`config.mk`:
```
export PLATFORM = sky130hd
export DESIGN_NAME = cpu_core
export DESIGN_NICKNAME = d
export VERILOG_FILES = /design/src/common/cpu_pkg.sv /design/src/hdl/cpu_core.sv /design/src/hdl/writeback_stage.sv /design/src/hdl/memory_stage.sv /design/src/execute/execute_stage.sv /design/src/decode/decode_stage.sv /design/src/fetch/fetch_stage.sv /design/src/decode/reg_file.sv
export SDC_FILE = /design/constraint.sdc
export NUM_CORES = 2
export LEC_CHECK = 0
export ABC_CLOCK_PERIOD_IN_PS = 21300
export BUFFER_PORTS_ARGS = -buffer_cell sky130_fd_sc_hd__buf_4
export CAP_MARGIN = 20
export CORE_MARGIN = 2
export CORE_UTILIZATION = 25
export DETAILED_ROUTE_END_ITERATION = 8
export PLACE_DENSITY_LB_ADDON = 0.12
export SETUP_SLACK_MARGIN = 0.4
export SLEW_MARGIN = 40
export SYNTH_ARGS = -nofsm -noshare
export SYNTH_HDL_FRONTEND = slang
export SYNTH_SLANG_ARGS = --single-unit
```
`constraint.sdc`:
```
create_clock -name clk -period 21.3 [get_ports clk]
set_input_delay 4.26 -clock clk [delete_from_list [all_inputs] [get_ports clk]]
set_output_delay 4.26 -clock clk [all_outputs]
set_load 0.01 [all_outputs]
```
`src/common/cpu_pkg.sv`:
```
`default_nettype none

package cpu_pkg;

    // ------------------------------
    // widths and reset vector
    // ------------------------------
    localparam int xlen       = 32;
    localparam int reg_addr_w = 5;

    localparam logic [xlen-1:0] reset_pc = 32'hbfc00000;

    // ------------------------------
    // opcodes
    // ------------------------------
    localparam logic [5:0] op_special = 6'h00;
    localparam logic [5:0] op_addiu   = 6'h09;
    localparam logic [5:0] op_ori     = 6'h0d;
    localparam logic [5:0] op_lui     = 6'h0f;
    localparam logic [5:0] op_lw      = 6'h23;
    localparam logic [5:0] op_sw      = 6'h2b;

    // special funct field
    localparam logic [5:0] fn_addu = 6'h21;
    localparam logic [5:0] fn_subu = 6'h23;
    localparam logic [5:0] fn_and  = 6'h24;
    localparam logic [5:0] fn_or   = 6'h25;
    localparam logic [5:0] fn_xor  = 6'h26;
    localparam logic [5:0] fn_slt  = 6'h2a;

    // ------------------------------
    // alu operations
    // ------------------------------
    typedef enum logic [2:0] {
        alu_add,
        alu_sub,
        alu_and,
        alu_or,
        alu_xor,
        alu_slt,
        alu_lui
    } alu_op_t;

endpackage

`default_nettype wire
```
`src/hdl/cpu_core.sv`:
```
`timescale 1ns/1ns
`default_nettype none

module cpu_core (
    input  logic                     clk,
    input  logic                     reset,

    output logic                     inst_sram_en,
    output logic [3:0]               inst_sram_wen,
    output logic [cpu_pkg::xlen-1:0] inst_sram_addr,
    output logic [cpu_pkg::xlen-1:0] inst_sram_wdata,
    input  logic [cpu_pkg::xlen-1:0] inst_sram_rdata,

    output logic                     data_sram_en,
    output logic [3:0]               data_sram_wen,
    output logic [cpu_pkg::xlen-1:0] data_sram_addr,
    output logic [cpu_pkg::xlen-1:0] data_sram_wdata,
    input  logic [cpu_pkg::xlen-1:0] data_sram_rdata,

    output logic [cpu_pkg::xlen-1:0] debug_wb_pc,
    output logic [3:0]               debug_wb_rf_wen,
    output logic [4:0]               debug_wb_rf_wnum,
    output logic [cpu_pkg::xlen-1:0] debug_wb_rf_wdata
);
    import cpu_pkg::*;

    // fetch -> decode
    logic                  if_valid;
    logic [xlen-1:0]       if_pc;
    logic [xlen-1:0]       if_inst;
    logic                  id_allowin;

    // decode -> execute
    logic                  id_valid;
    logic [xlen-1:0]       id_pc;
    alu_op_t               id_alu_op;
    logic [xlen-1:0]       id_src_a;
    logic [xlen-1:0]       id_src_b;
    logic [xlen-1:0]       id_store_data;
    logic                  id_is_load;
    logic                  id_is_store;
    logic [reg_addr_w-1:0] id_wnum;
    logic                  exe_allowin;

    // execute -> memory
    logic                  exe_valid;
    logic [xlen-1:0]       exe_pc;
    logic [xlen-1:0]       exe_result;
    logic                  exe_is_load;
    logic [reg_addr_w-1:0] exe_wnum;
    logic                  mem_allowin;

    // memory -> writeback
    logic                  mem_valid;
    logic [xlen-1:0]       mem_pc;
    logic [xlen-1:0]       mem_result;
    logic                  mem_is_load;
    logic [reg_addr_w-1:0] mem_wnum;
    logic                  wb_allowin;

    // register file write from writeback
    logic                  rf_we;
    logic [reg_addr_w-1:0] rf_waddr;
    logic [xlen-1:0]       rf_wdata;

    // instruction memory is read only
    assign inst_sram_wen   = 4'b0000;
    assign inst_sram_wdata = '0;

    fetch_stage fetch_i (.*);

    decode_stage decode_i (
        .wb_wnum (rf_waddr),
        .*
    );

    execute_stage execute_i (.*);

    memory_stage memory_i (.*);

    writeback_stage writeback_i (.*);

endmodule

`default_nettype wire

```
`src/hdl/writeback_stage.sv`:
```
`timescale 1ns/1ns
`default_nettype none

module writeback_stage (
    input  logic                           clk,
    input  logic                           reset,
    input  logic                           mem_valid,
    input  logic [cpu_pkg::xlen-1:0]       mem_pc,
    input  logic [cpu_pkg::xlen-1:0]       mem_result,
    input  logic                           mem_is_load,
    input  logic [cpu_pkg::reg_addr_w-1:0] mem_wnum,
    input  logic [cpu_pkg::xlen-1:0]       data_sram_rdata,
    output logic                           wb_allowin,
    output logic                           rf_we,
    output logic [cpu_pkg::reg_addr_w-1:0] rf_waddr,
    output logic [cpu_pkg::xlen-1:0]       rf_wdata,
    output logic [cpu_pkg::xlen-1:0]       debug_wb_pc,
    output logic [3:0]                     debug_wb_rf_wen,
    output logic [4:0]                     debug_wb_rf_wnum,
    output logic [cpu_pkg::xlen-1:0]       debug_wb_rf_wdata
);
    import cpu_pkg::*;

    logic                  wb_valid;
    logic [xlen-1:0]       wb_pc;
    logic [reg_addr_w-1:0] wnum;
    logic [xlen-1:0]       wdata;

    // last stage, drains every cycle
    assign wb_allowin = 1'b1;

    always_ff @(posedge clk) begin
        if (reset) begin
            wb_valid <= 1'b0;
        end else if (wb_allowin) begin
            wb_valid <= mem_valid;
        end
    end

    always_ff @(posedge clk) begin
        if (mem_valid && wb_allowin) begin
            wb_pc <= mem_pc;
            wnum  <= mem_wnum;
            wdata <= mem_is_load ? data_sram_rdata : mem_result;
        end
    end

    assign rf_we    = wb_valid && (wnum != '0);
    assign rf_waddr = rf_we ? wnum : '0;
    assign rf_wdata = wdata;

    assign debug_wb_pc       = wb_pc;
    assign debug_wb_rf_wen   = {4{rf_we}};
    assign debug_wb_rf_wnum  = rf_waddr;
    assign debug_wb_rf_wdata = wdata;

endmodule

`default_nettype wire

```
`src/hdl/memory_stage.sv`:
```
`timescale 1ns/1ns
`default_nettype none

module memory_stage (
    input  logic                           clk,
    input  logic                           reset,
    input  logic                           exe_valid,
    input  logic [cpu_pkg::xlen-1:0]       exe_pc,
    input  logic [cpu_pkg::xlen-1:0]       exe_result,
    input  logic                           exe_is_load,
    input  logic [cpu_pkg::reg_addr_w-1:0] exe_wnum,
    input  logic                           wb_allowin,
    output logic                           mem_allowin,
    output logic                           mem_valid,
    output logic [cpu_pkg::xlen-1:0]       mem_pc,
    output logic [cpu_pkg::xlen-1:0]       mem_result,
    output logic                           mem_is_load,
    output logic [cpu_pkg::reg_addr_w-1:0] mem_wnum
);
    import cpu_pkg::*;

    logic [reg_addr_w-1:0] wnum;

    always_ff @(posedge clk) begin
        if (reset) begin
            mem_valid <= 1'b0;
        end else if (mem_allowin) begin
            mem_valid <= exe_valid;
        end
    end

    always_ff @(posedge clk) begin
        if (exe_valid && mem_allowin) begin
            mem_pc      <= exe_pc;
            mem_result  <= exe_result;
            mem_is_load <= exe_is_load;
            wnum        <= exe_wnum;
        end
    end

    // load data is back in a fixed cycle, so the item is always ready
    assign mem_allowin = !mem_valid || wb_allowin;
    assign mem_wnum    = mem_valid ? wnum : '0;

endmodule

`default_nettype wire

```
`src/execute/execute_stage.sv`:
```
`timescale 1ns/1ns
`default_nettype none

module execute_stage (
    input  logic                           clk,
    input  logic                           reset,
    input  logic                           id_valid,
    input  logic [cpu_pkg::xlen-1:0]       id_pc,
    input  cpu_pkg::alu_op_t               id_alu_op,
    input  logic [cpu_pkg::xlen-1:0]       id_src_a,
    input  logic [cpu_pkg::xlen-1:0]       id_src_b,
    input  logic [cpu_pkg::xlen-1:0]       id_store_data,
    input  logic                           id_is_load,
    input  logic                           id_is_store,
    input  logic [cpu_pkg::reg_addr_w-1:0] id_wnum,
    input  logic                           mem_allowin,
    output logic                           exe_allowin,
    output logic                           exe_valid,
    output logic [cpu_pkg::xlen-1:0]       exe_pc,
    output logic [cpu_pkg::xlen-1:0]       exe_result,
    output logic                           exe_is_load,
    output logic [cpu_pkg::reg_addr_w-1:0] exe_wnum,
    output logic                           data_sram_en,
    output logic [3:0]                     data_sram_wen,
    output logic [cpu_pkg::xlen-1:0]       data_sram_addr,
    output logic [cpu_pkg::xlen-1:0]       data_sram_wdata
);
    import cpu_pkg::*;

    alu_op_t               alu_op;
    logic [xlen-1:0]       src_a;
    logic [xlen-1:0]       src_b;
    logic [xlen-1:0]       store_data;
    logic                  is_store;
    logic [reg_addr_w-1:0] wnum;
    logic                  to_mem;

    always_ff @(posedge clk) begin
        if (reset) begin
            exe_valid <= 1'b0;
        end else if (exe_allowin) begin
            exe_valid <= id_valid;
        end
    end

    always_ff @(posedge clk) begin
        if (id_valid && exe_allowin) begin
            exe_pc      <= id_pc;
            alu_op      <= id_alu_op;
            src_a       <= id_src_a;
            src_b       <= id_src_b;
            store_data  <= id_store_data;
            exe_is_load <= id_is_load;
            is_store    <= id_is_store;
            wnum        <= id_wnum;
        end
    end

    // ------------------------------
    // alu
    // ------------------------------
    always_comb begin
        case (alu_op)
            alu_add: exe_result = src_a + src_b;
            alu_sub: exe_result = src_a - src_b;
            alu_and: exe_result = src_a & src_b;
            alu_or:  exe_result = src_a | src_b;
            alu_xor: exe_result = src_a ^ src_b;
            alu_slt: exe_result = {31'd0, $signed(src_a) < $signed(src_b)};
            alu_lui: exe_result = {src_b[15:0], 16'h0000};
            default: exe_result = '0;
        endcase
    end

    assign exe_allowin = !exe_valid || mem_allowin;
    assign exe_wnum    = exe_valid ? wnum : '0;

    // request goes out as the item moves on to memory
    assign to_mem          = exe_valid && mem_allowin;
    assign data_sram_en    = to_mem && (exe_is_load || is_store);
    assign data_sram_wen   = {4{to_mem && is_store}};
    assign data_sram_addr  = exe_result;
    assign data_sram_wdata = store_data;

endmodule

`default_nettype wire

```
`src/decode/decode_stage.sv`:
```
`timescale 1ns/1ns
`default_nettype none

module decode_stage (
    input  logic                           clk,
    input  logic                           reset,
    input  logic                           if_valid,
    input  logic [cpu_pkg::xlen-1:0]       if_pc,
    input  logic [cpu_pkg::xlen-1:0]       if_inst,
    input  logic                           exe_allowin,
    input  logic                           rf_we,
    input  logic [cpu_pkg::reg_addr_w-1:0] rf_waddr,
    input  logic [cpu_pkg::xlen-1:0]       rf_wdata,
    input  logic [cpu_pkg::reg_addr_w-1:0] exe_wnum,
    input  logic [cpu_pkg::reg_addr_w-1:0] mem_wnum,
    input  logic [cpu_pkg::reg_addr_w-1:0] wb_wnum,
    output logic                           id_allowin,
    output logic                           id_valid,
    output logic [cpu_pkg::xlen-1:0]       id_pc,
    output cpu_pkg::alu_op_t               id_alu_op,
    output logic [cpu_pkg::xlen-1:0]       id_src_a,
    output logic [cpu_pkg::xlen-1:0]       id_src_b,
    output logic [cpu_pkg::xlen-1:0]       id_store_data,
    output logic                           id_is_load,
    output logic                           id_is_store,
    output logic [cpu_pkg::reg_addr_w-1:0] id_wnum
);
    import cpu_pkg::*;

    logic                  id_full;
    logic [xlen-1:0]       inst;
    logic [5:0]            opcode;
    logic [5:0]            funct;
    logic [reg_addr_w-1:0] rs;
    logic [reg_addr_w-1:0] rt;
    logic [reg_addr_w-1:0] rd;
    logic [xlen-1:0]       imm_sext;
    logic [xlen-1:0]       imm_zext;
    logic [xlen-1:0]       rs_value;
    logic [xlen-1:0]       rt_value;
    logic                  use_rs;
    logic                  use_rt;
    logic                  hazard;
    logic                  id_ready;

    // register waiting on an older write still in the pipe
    function automatic logic is_pending(input logic [reg_addr_w-1:0] src,
                                        input logic [reg_addr_w-1:0] exe_dst,
                                        input logic [reg_addr_w-1:0] mem_dst,
                                        input logic [reg_addr_w-1:0] wb_dst);
        return (src != '0) && (src == exe_dst || src == mem_dst || src == wb_dst);
    endfunction

    // ------------------------------
    // pipeline register
    // ------------------------------
    always_ff @(posedge clk) begin
        if (reset) begin
            id_full <= 1'b0;
        end else if (id_allowin) begin
            id_full <= if_valid;
        end
    end

    always_ff @(posedge clk) begin
        if (if_valid && id_allowin) begin
            id_pc <= if_pc;
            inst  <= if_inst;
        end
    end

    reg_file reg_file_i (
        .clk    (clk),
        .raddr1 (rs),
        .raddr2 (rt),
        .rdata1 (rs_value),
        .rdata2 (rt_value),
        .we     (rf_we),
        .waddr  (rf_waddr),
        .wdata  (rf_wdata)
    );

    // ------------------------------
    // decode
    // ------------------------------
    assign opcode   = inst[31:26];
    assign rs       = inst[25:21];
    assign rt       = inst[20:16];
    assign rd       = inst[15:11];
    assign funct    = inst[5:0];
    assign imm_sext = {{16{inst[15]}}, inst[15:0]};
    assign imm_zext = {16'h0000, inst[15:0]};

    always_comb begin
        id_alu_op   = alu_add;
        id_src_b    = rt_value;
        id_is_load  = 1'b0;
        id_is_store = 1'b0;
        id_wnum     = '0;
        use_rs      = 1'b0;
        use_rt      = 1'b0;
        case (opcode)
            op_special: begin
                id_wnum = rd;
                use_rs  = 1'b1;
                use_rt  = 1'b1;
                case (funct)
                    fn_addu: id_alu_op = alu_add;
                    fn_subu: id_alu_op = alu_sub;
                    fn_and:  id_alu_op = alu_and;
                    fn_or:   id_alu_op = alu_or;
                    fn_xor:  id_alu_op = alu_xor;
                    fn_slt:  id_alu_op = alu_slt;
                    default: begin
                        // unsupported funct retires as a no-op
                        id_wnum = '0;
                        use_rs  = 1'b0;
                        use_rt  = 1'b0;
                    end
                endcase
            end
            op_addiu: begin
                id_src_b = imm_sext;
                id_wnum  = rt;
                use_rs   = 1'b1;
            end
            op_ori: begin
                id_alu_op = alu_or;
                id_src_b  = imm_zext;
                id_wnum   = rt;
                use_rs    = 1'b1;
            end
            op_lui: begin
                id_alu_op = alu_lui;
                id_src_b  = imm_zext;
                id_wnum   = rt;
            end
            op_lw: begin
                id_src_b   = imm_sext;
                id_is_load = 1'b1;
                id_wnum    = rt;
                use_rs     = 1'b1;
            end
            op_sw: begin
                id_src_b    = imm_sext;
                id_is_store = 1'b1;
                use_rs      = 1'b1;
                use_rt      = 1'b1;
            end
            default: ;
        endcase
    end

    assign id_src_a      = rs_value;
    assign id_store_data = rt_value;

    // interlock until the producer has left writeback
    assign hazard     = (use_rs && is_pending(rs, exe_wnum, mem_wnum, wb_wnum)) ||
                        (use_rt && is_pending(rt, exe_wnum, mem_wnum, wb_wnum));
    assign id_ready   = !hazard;
    assign id_allowin = !id_full || (id_ready && exe_allowin);
    assign id_valid   = id_full && id_ready;

endmodule

`default_nettype wire

```
`src/fetch/fetch_stage.sv`:
```
`timescale 1ns/1ns
`default_nettype none

module fetch_stage (
    input  logic                     clk,
    input  logic                     reset,
    input  logic                     id_allowin,
    input  logic [cpu_pkg::xlen-1:0] inst_sram_rdata,
    output logic                     if_valid,
    output logic [cpu_pkg::xlen-1:0] if_pc,
    output logic [cpu_pkg::xlen-1:0] if_inst,
    output logic                     inst_sram_en,
    output logic [cpu_pkg::xlen-1:0] inst_sram_addr
);
    import cpu_pkg::*;

    logic            running;
    logic            if_allowin;
    logic [xlen-1:0] next_pc;
    logic            inst_held;
    logic [xlen-1:0] inst_buf;

    assign if_allowin     = !if_valid || id_allowin;
    assign inst_sram_en   = running && if_allowin;
    assign inst_sram_addr = next_pc;

    // fresh word straight from the sram, held copy while stalled
    assign if_inst = inst_held ? inst_buf : inst_sram_rdata;

    always_ff @(posedge clk) begin
        if (reset) begin
            running   <= 1'b0;
            if_valid  <= 1'b0;
            next_pc   <= reset_pc;
            inst_held <= 1'b0;
        end else begin
            running <= 1'b1;
            if (inst_sram_en) begin
                if_valid  <= 1'b1;
                next_pc   <= next_pc + 32'd4;
                inst_held <= 1'b0;
            end else if (if_valid) begin
                // decode is stalled, word must be kept
                inst_held <= 1'b1;
            end
        end
    end

    always_ff @(posedge clk) begin
        if (inst_sram_en) begin
            if_pc <= next_pc;
        end
        if (!inst_sram_en && if_valid && !inst_held) begin
            inst_buf <= inst_sram_rdata;
        end
    end

endmodule

`default_nettype wire

```
`src/decode/reg_file.sv`:
```
`timescale 1ns/1ns
`default_nettype none

module reg_file (
    input  logic        clk,
    input  logic [4:0]  raddr1,
    input  logic [4:0]  raddr2,
    output logic [31:0] rdata1,
    output logic [31:0] rdata2,
    input  logic        we,
    input  logic [4:0]  waddr,
    input  logic [31:0] wdata
);

    logic [31:0] regs [0:31];

    // $0 is never written
    always_ff @(posedge clk) begin
        if (we && waddr != 5'd0) begin
            regs[waddr] <= wdata;
        end
    end

    assign rdata1 = (raddr1 == 5'd0) ? 32'd0 : regs[raddr1];
    assign rdata2 = (raddr2 == 5'd0) ? 32'd0 : regs[raddr2];

endmodule

`default_nettype wire

```
* After elaboration in Yosys (flattened, before gate mapping)
Memory sizes are Yosys's and may differ from the RTL's. A register that Yosys moved wholly into a read port is not among the register bits.
Index checks and enable logic that the tools add are counted.
** Word-level totals
- Register bits :: 412
- RAM bits :: 1024
- Output and inout port bits :: 211
- Word-level logic and storage cells :: 118
- Memories kept :: 1
** Memory list
- decode_i.reg_file_i.regs :: depth 32, bits a word 32, read ports 2, clocked after memory_dff 2, wr ports 1, line reg_file.sv:15 : logic [31:0] regs [0:31];
** Cells by class
- $add $sub $neg :: 3
- $lt $le $gt $ge :: 1
- Equality and inequality tests :: 23
- Multiplexer cells :: 21
- Bitwise operators :: 3
- Reduce and logical (&&, ||, !) cells :: 40
** Operators by type and width (number)
- $pmux 32 s7 :: 1
- $mux 32 :: 3
- $pmux 32 s2 :: 1
- $eq 6x6->1 const B :: 8
- $add 32x3->32 const B :: 1
- $add 32x32->32 :: 1
- $and 32x32->32 :: 1
- $lt 32x32->1 :: 1
- $or 32x32->32 :: 1
- $sub 32x32->32 :: 1
- $xor 32x32->32 :: 1
- $eq 5x5->1 :: 6
- $mux 5 :: 5
- $reduce_bool 5->1 :: 4
- $eq 6x4->1 const B :: 3
- $pmux 3 s5 :: 1
- $logic_and 1x1->1 :: 13
- $logic_not 5->1 :: 2
- $pmux 5 s2 :: 1
- $eq 3x3->1 const B :: 3
- $pmux 3 s3 :: 1
- $logic_or 1x1->1 :: 8
- $reduce_or 4->1 :: 2
- $eq 3x2->1 const B :: 2
- other kinds (9) :: 20

* Depth between registers and ports, before layout
- Word-level depth :: 15
- Depth in mapped cells :: 12
- Mapped depth without buffers :: 12

* By module
A second synthesis with hierarchy kept.
** Unflattened totals
- Cell total of the unflattened synthesis :: 4311
- Area, all modules :: 69859.5 sq um
** Modules (own cells, without submodules)
- reg_file :: instances 1, cells an instance 2564, area an instance 47929.7 sq um
- execute_stage :: instances 1, cells an instance 978, area an instance 9689.3 sq um
- fetch_stage :: instances 1, cells an instance 291, area an instance 3857.4 sq um
- decode_stage :: instances 1, cells an instance 204, area an instance 3080.5 sq um
- writeback_stage :: instances 1, cells an instance 157, area an instance 2845.2 sq um
- memory_stage :: instances 1, cells an instance 80, area an instance 2183.3 sq um
- cpu_core :: instances 1, cells an instance 37, area an instance 274.0 sq um

* Worst setup path before layout
OpenSTA, ideal clock, no wires.
- Path type :: register to register
- Start :: register memory_i.mem_valid
- End :: register execute_i.alu_op[0], enable pin
- Setup time :: 0.633 ns
- Arrival :: 8.691 ns
- Setup slack :: 11.976 ns
- Stages on the path, launching flop included :: 8
- Path buffers :: 1
- Cell sequence :: dfxtp_1 -> buf_2 -> o31a_1 -> o32ai_1 -> o2111a_1 -> o31ai_2 -> nand2_1 -> nor2_1
** On the way
- Cells in the longest elaborated chain, start to end :: 9
- Elaborated cells on any way between the ends :: 14
** Ends and longest elaborated chain
- from (decl) :: line memory_stage.sv:14 : output logic mem_valid,
- from (signal assigned) :: line memory_stage.sv:28 : mem_valid <= exe_valid;
- $mux 5 (*) :: line memory_stage.sv:43 : assign mem_wnum = mem_valid ? wnum : '0;
- $eq 5x5->1 :: line decode_stage.sv:51 : return (src != '0) && (src == exe_dst || src == mem_dst || src == wb_dst);
- $logic_or 1x1->1 (2 in series) :: line decode_stage.sv:51
- $logic_and 1x1->1 :: line decode_stage.sv:51
- $logic_and 1x1->1 (on tied branches) :: line decode_stage.sv:158, decode_stage.sv:159
- $logic_or 1x1->1 (*) :: line decode_stage.sv:158 : assign hazard = (use_rs && is_pending(rs, exe_wnum, mem_wnum, wb_wnum)) ||
- $logic_not 1->1 (*) :: line decode_stage.sv:160 : assign id_ready = !hazard;
- $logic_and 1x1->1 (*) :: line decode_stage.sv:162 : assign id_valid = id_full && id_ready;
- via decode_i.id_valid :: line decode_stage.sv:18 : output logic id_valid,
- to (signal assigned) :: line execute_stage.sv:49 : alu_op <= id_alu_op;
- to (decl) :: line execute_stage.sv:30 : alu_op_t alu_op;
Mark *: on every way through the listed nets, which the timed path passes. The rest lies on a longest branch.
A chain may end at the register's enable or synchronous reset.

* Worst setup path in the final report
- Start :: register execute_i.src_b[0]
- End :: output port data_sram_addr[30] in the netlist's numbering
** On the way
- Cells in the longest elaborated chain, start to end :: 2
- Elaborated cells on any way between the ends :: 3
** Ends and longest elaborated chain
- from (decl) :: line execute_stage.sv:32 : logic [xlen-1:0] src_b;
- from (signal assigned) :: line execute_stage.sv:51 : src_b <= id_src_b;
- $sub 32x32->32 or $add 32x32->32 (tied branches) :: line execute_stage.sv:65, execute_stage.sv:64
- $pmux 32 s7 (*) :: line execute_stage.sv:63 : case (alu_op)
- to (decl) :: line cpu_core.sv:16 : output logic [cpu_pkg::xlen-1:0] data_sram_addr,
Every way passes the cells marked *; elsewhere a longest branch is shown, timed or not.

==> flow_summary.json <==
{
  "tns_ns": 0,
  "cpPeakStageDelay_ns": 0.51,
  "postCtsSetupBuffers": 0,
  "hp-class": "reg2reg",
  "hold_viol_final": 0,
  "synth-seq-area-share_pct": 63.5,
  "synth_cell_type_count": 89,
  "grt_pass1_wl_microns": 334000,
  "worst_ir_drop_vdd_mv": 0.0594,
  "coreArea_sq_um": 273000,
  "drtPass1Iterations": 5,
  "wire_per_inst_microns": 31.0,
  "rows": 192,
  "route.detailed.drc": 0,
  "ys_ff_latch": 1461,
  "clk_path_buf_depth": 3,
  "crit_path_end_kind": "output port",
  "cts_htree_levels": 4,
  "rsz0062_at_grt": "no",
  "post-route-period-util_pct": 42.1,
  "viasPerCell": 4.89,
  "async_reset_ff_share_pct": 0,
  "final_area_sq_um": 80900,
  "drive_above_1_share_pct": 33.8,
  "cts.sinks": 1461,
  "worstSkewPairLatency_ns": 0.86,
  "ant_nets": 0,
  "clkSlewWorstSetupHoldPaths_ns": 0.06,
  "power.leakage_nw": 26.1,
  "pre_cts_ws_ns": 13.17,
  "clock_skew_ns": 0.0573,
  "synth_common_cells": "edfxtp_1 (1419), mux4_2 (640), nor2_1 (202)",
  "wirelength_microns": 243000,
  "worst_setup_path_start_kind": "flop",
  "fillCellCount": 26800,
  "cts_buffers": 170,
  "grt_use_total_pct": 17.3,
  "netlist_instances": 3773,
  "cts_resized": 0,
  "cts_hold_buf": 0,
  "antenna_found_initial": 21,
  "die_h_microns": 527,
  "worstPathArrival_ns": 4.71,
  "yosysTopAreaCellShare_pct": 62.3,
  "slew_violations": 0,
  "power.total_w": 0.00694,
  "start_util_pct": 25.1,
  "synth-main-ff-cell": "edfxtp_1",
  "dieArea_sq_um": 278000,
  "holdWs_ns": 0.409,
  "yosysTopAreaCell": "edfxtp_1",
  "syn2layout_area_growth_pct": 18.2,
  "dp_hpwl_microns": 150000,
  "worst_slew_pin_slew_ns": 0.929,
  "cts-root-buf": "clkbuf_16",
  "place.gp.congestion": 0.845,
  "netlist_top_cells_area": "edfxtp_1 (62%), mux4_2 (21%), ha_1 (1.8%), mux2_2 (1.5%), dfxtp_1 (1.2%)",
  "synthesis.area_sq_um": 68400,
  "timing.final.crit_period_ns": 8.97,
  "outcome": "complete, no violations",
  "grt-ovfl-total": 0,
  "fin_ws_ns": 12.33,
  "io_buffers": 236,
  "grt_pass1_vias": 39400,
  "fmax_ghz": 0.111,
  "grt_max_degree": 99,
  "top_level_ports": 277,
  "cp_slowest_cell": "o21ai_0",
  "p_per_area_nw_per_um2": 85.8,
  "die_w_microns": 527,
  "yosysMostFrequentCell": "edfxtp_1",
  "first_iter_violations": 3429,
  "synth_edf_count": 1419,
  "cts_tree": "built",
  "crit_type": "reg2out",
  "cp_max_fo": 4,
  "max_slew_margin_pct": 38.1,
  "placedInstanceArea_sq_um": 75200,
  "cp_common_cell": "a211oi_1",
  "nNetsFinal": 4261,
  "setup_viol": 0,
  "vias": 38300,
  "maxCapViolCount": 0,
  "required_ns": 17.04,
  "worstPathCellList": "ha_1 > fa_1 > a211oi_1 > o211ai_1 > nand4bb_1 > o2111ai_1 > o21ai_0 > a21oi_1 > o21a_1 > a211oi_1 > a211o_1 > buf_4",
  "yosysWarnings": 0,
  "postSynthAreaPerCell_sq_um": 18.1
}
## cell usage in the layout, fill, tap and decap left out, types with 32 or more instances in the layout
master     instances
mux4_2           640
a21oi_1           97
edfxtp_1        1419
nor3_1            36
clkinv_1          40
nor2_1           166
o22ai_1           35
ha_1              97
o21ai_0           69
mux2i_1           60
clkbuf_1          36
mux2_2            89
nand2b_1          42
conb_1            72
nor2_4            32
inv_1            124
clkbuf_16        170
dfxtp_1           34
nand2_1          127
buf_4            322
## critical path, delay by kind of cell (launching register included)
| family | cells | cell delay (ns) |
|---|---|---|
| AO/OA/AOI/OAI | 8 | 2.31 |
| adder cells (fa/ha/maj) | 2 | 0.73 |
| flip-flops | 1 | 0.43 |
| buffers and inverters | 1 | 0.19 |
| AND/OR/NAND/NOR | 1 | 0.16 |
## stage by stage
step                      cells  util, %
after global placement     7500     27.4
after global routing       7824     29.6
after CTS                  7822     29.6
after floorplan            3844        -
after detailed placement   7512     27.6
final                      7830     29.6
## kinds of logic (layout without fill, tap and decap cells)
logic type               after synthesis  after routing  synth area share [%]
XOR/XNOR                              38             38                 0.487
other                                  1             79               0.00548
multiplexers                         798            798                  23.6
flip-flops                          1461           1461                  63.5
buffers and inverters                418            808                  2.73
AO/OA/AOI/OAI                        394            394                  3.85
adder cells (fa/ha/maj)               99             99                  1.83
AND/OR/NAND/NOR                      564            564                  4.01
## area by class of cell
class	count	area (sq um)	area share, %
Sequential cell	1461	43500	53.8
Multi-Input combinational cell	1965	23700	29.3
Tap cell	3589	4490	5.55
Clock buffer	206	4390	5.43
Timing Repair Buffer	370	3130	3.87
Clock inverter	104	1200	1.48
Inverter	128	480	0.594
Antenna cell	7	17.5	0.0217
## metal layers
metal	GRT usage [%]	routed length (microns)	vias to the layer above
li1	-	-	16100
met1	23.3	107000	20800
met2	28.3	116000	1122
met3	3.34	13400	267
met4	4.57	5930	4
met5	0	25	-
## path summary, 6_finish.rpt
kind	from	end	slack, ns	depth (start not counted)
worst max-delay path	execute_i.src_b[0]	data_sram_addr[30]	12.33	12
worst min-delay path	execute_i.exe_pc[8]	memory_i.mem_pc[8]	0.41	0
worst max register to register	decode_i.inst[21]	execute_i.src_a[26]	15.94	9
worst min register to register	execute_i.exe_pc[8]	memory_i.mem_pc[8]	0.41	0
## flip-flops by register name (all words and copies together), names as in the netlist, 3 cells and up, named ones only
register	flops
decode_i.id_pc	30
decode_i.inst	32
decode_i.reg_file_i.regs	1024
execute_i.alu_op	3
execute_i.data_sram_wdata	32
execute_i.exe_pc	30
execute_i.src_a	32
execute_i.src_b	32
execute_i.wnum	5
fetch_i.if_pc	30
fetch_i.inst_buf	32
fetch_i.inst_sram_addr	30
memory_i.mem_pc	30
memory_i.mem_result	32
memory_i.wnum	5
writeback_i.debug_wb_pc	30
writeback_i.debug_wb_rf_wdata	32
writeback_i.wnum	5
## power by group
group	switching [W]	internal [W]	total, W
combinational	0.000443	0.000320	0.000764
sequential	0.0000437	0.00318	0.00322
clock	0.00127	0.00168	0.00295
total	0.00176	0.00518	0.00694
No activity file was read; power rests on OpenSTA's default activity.
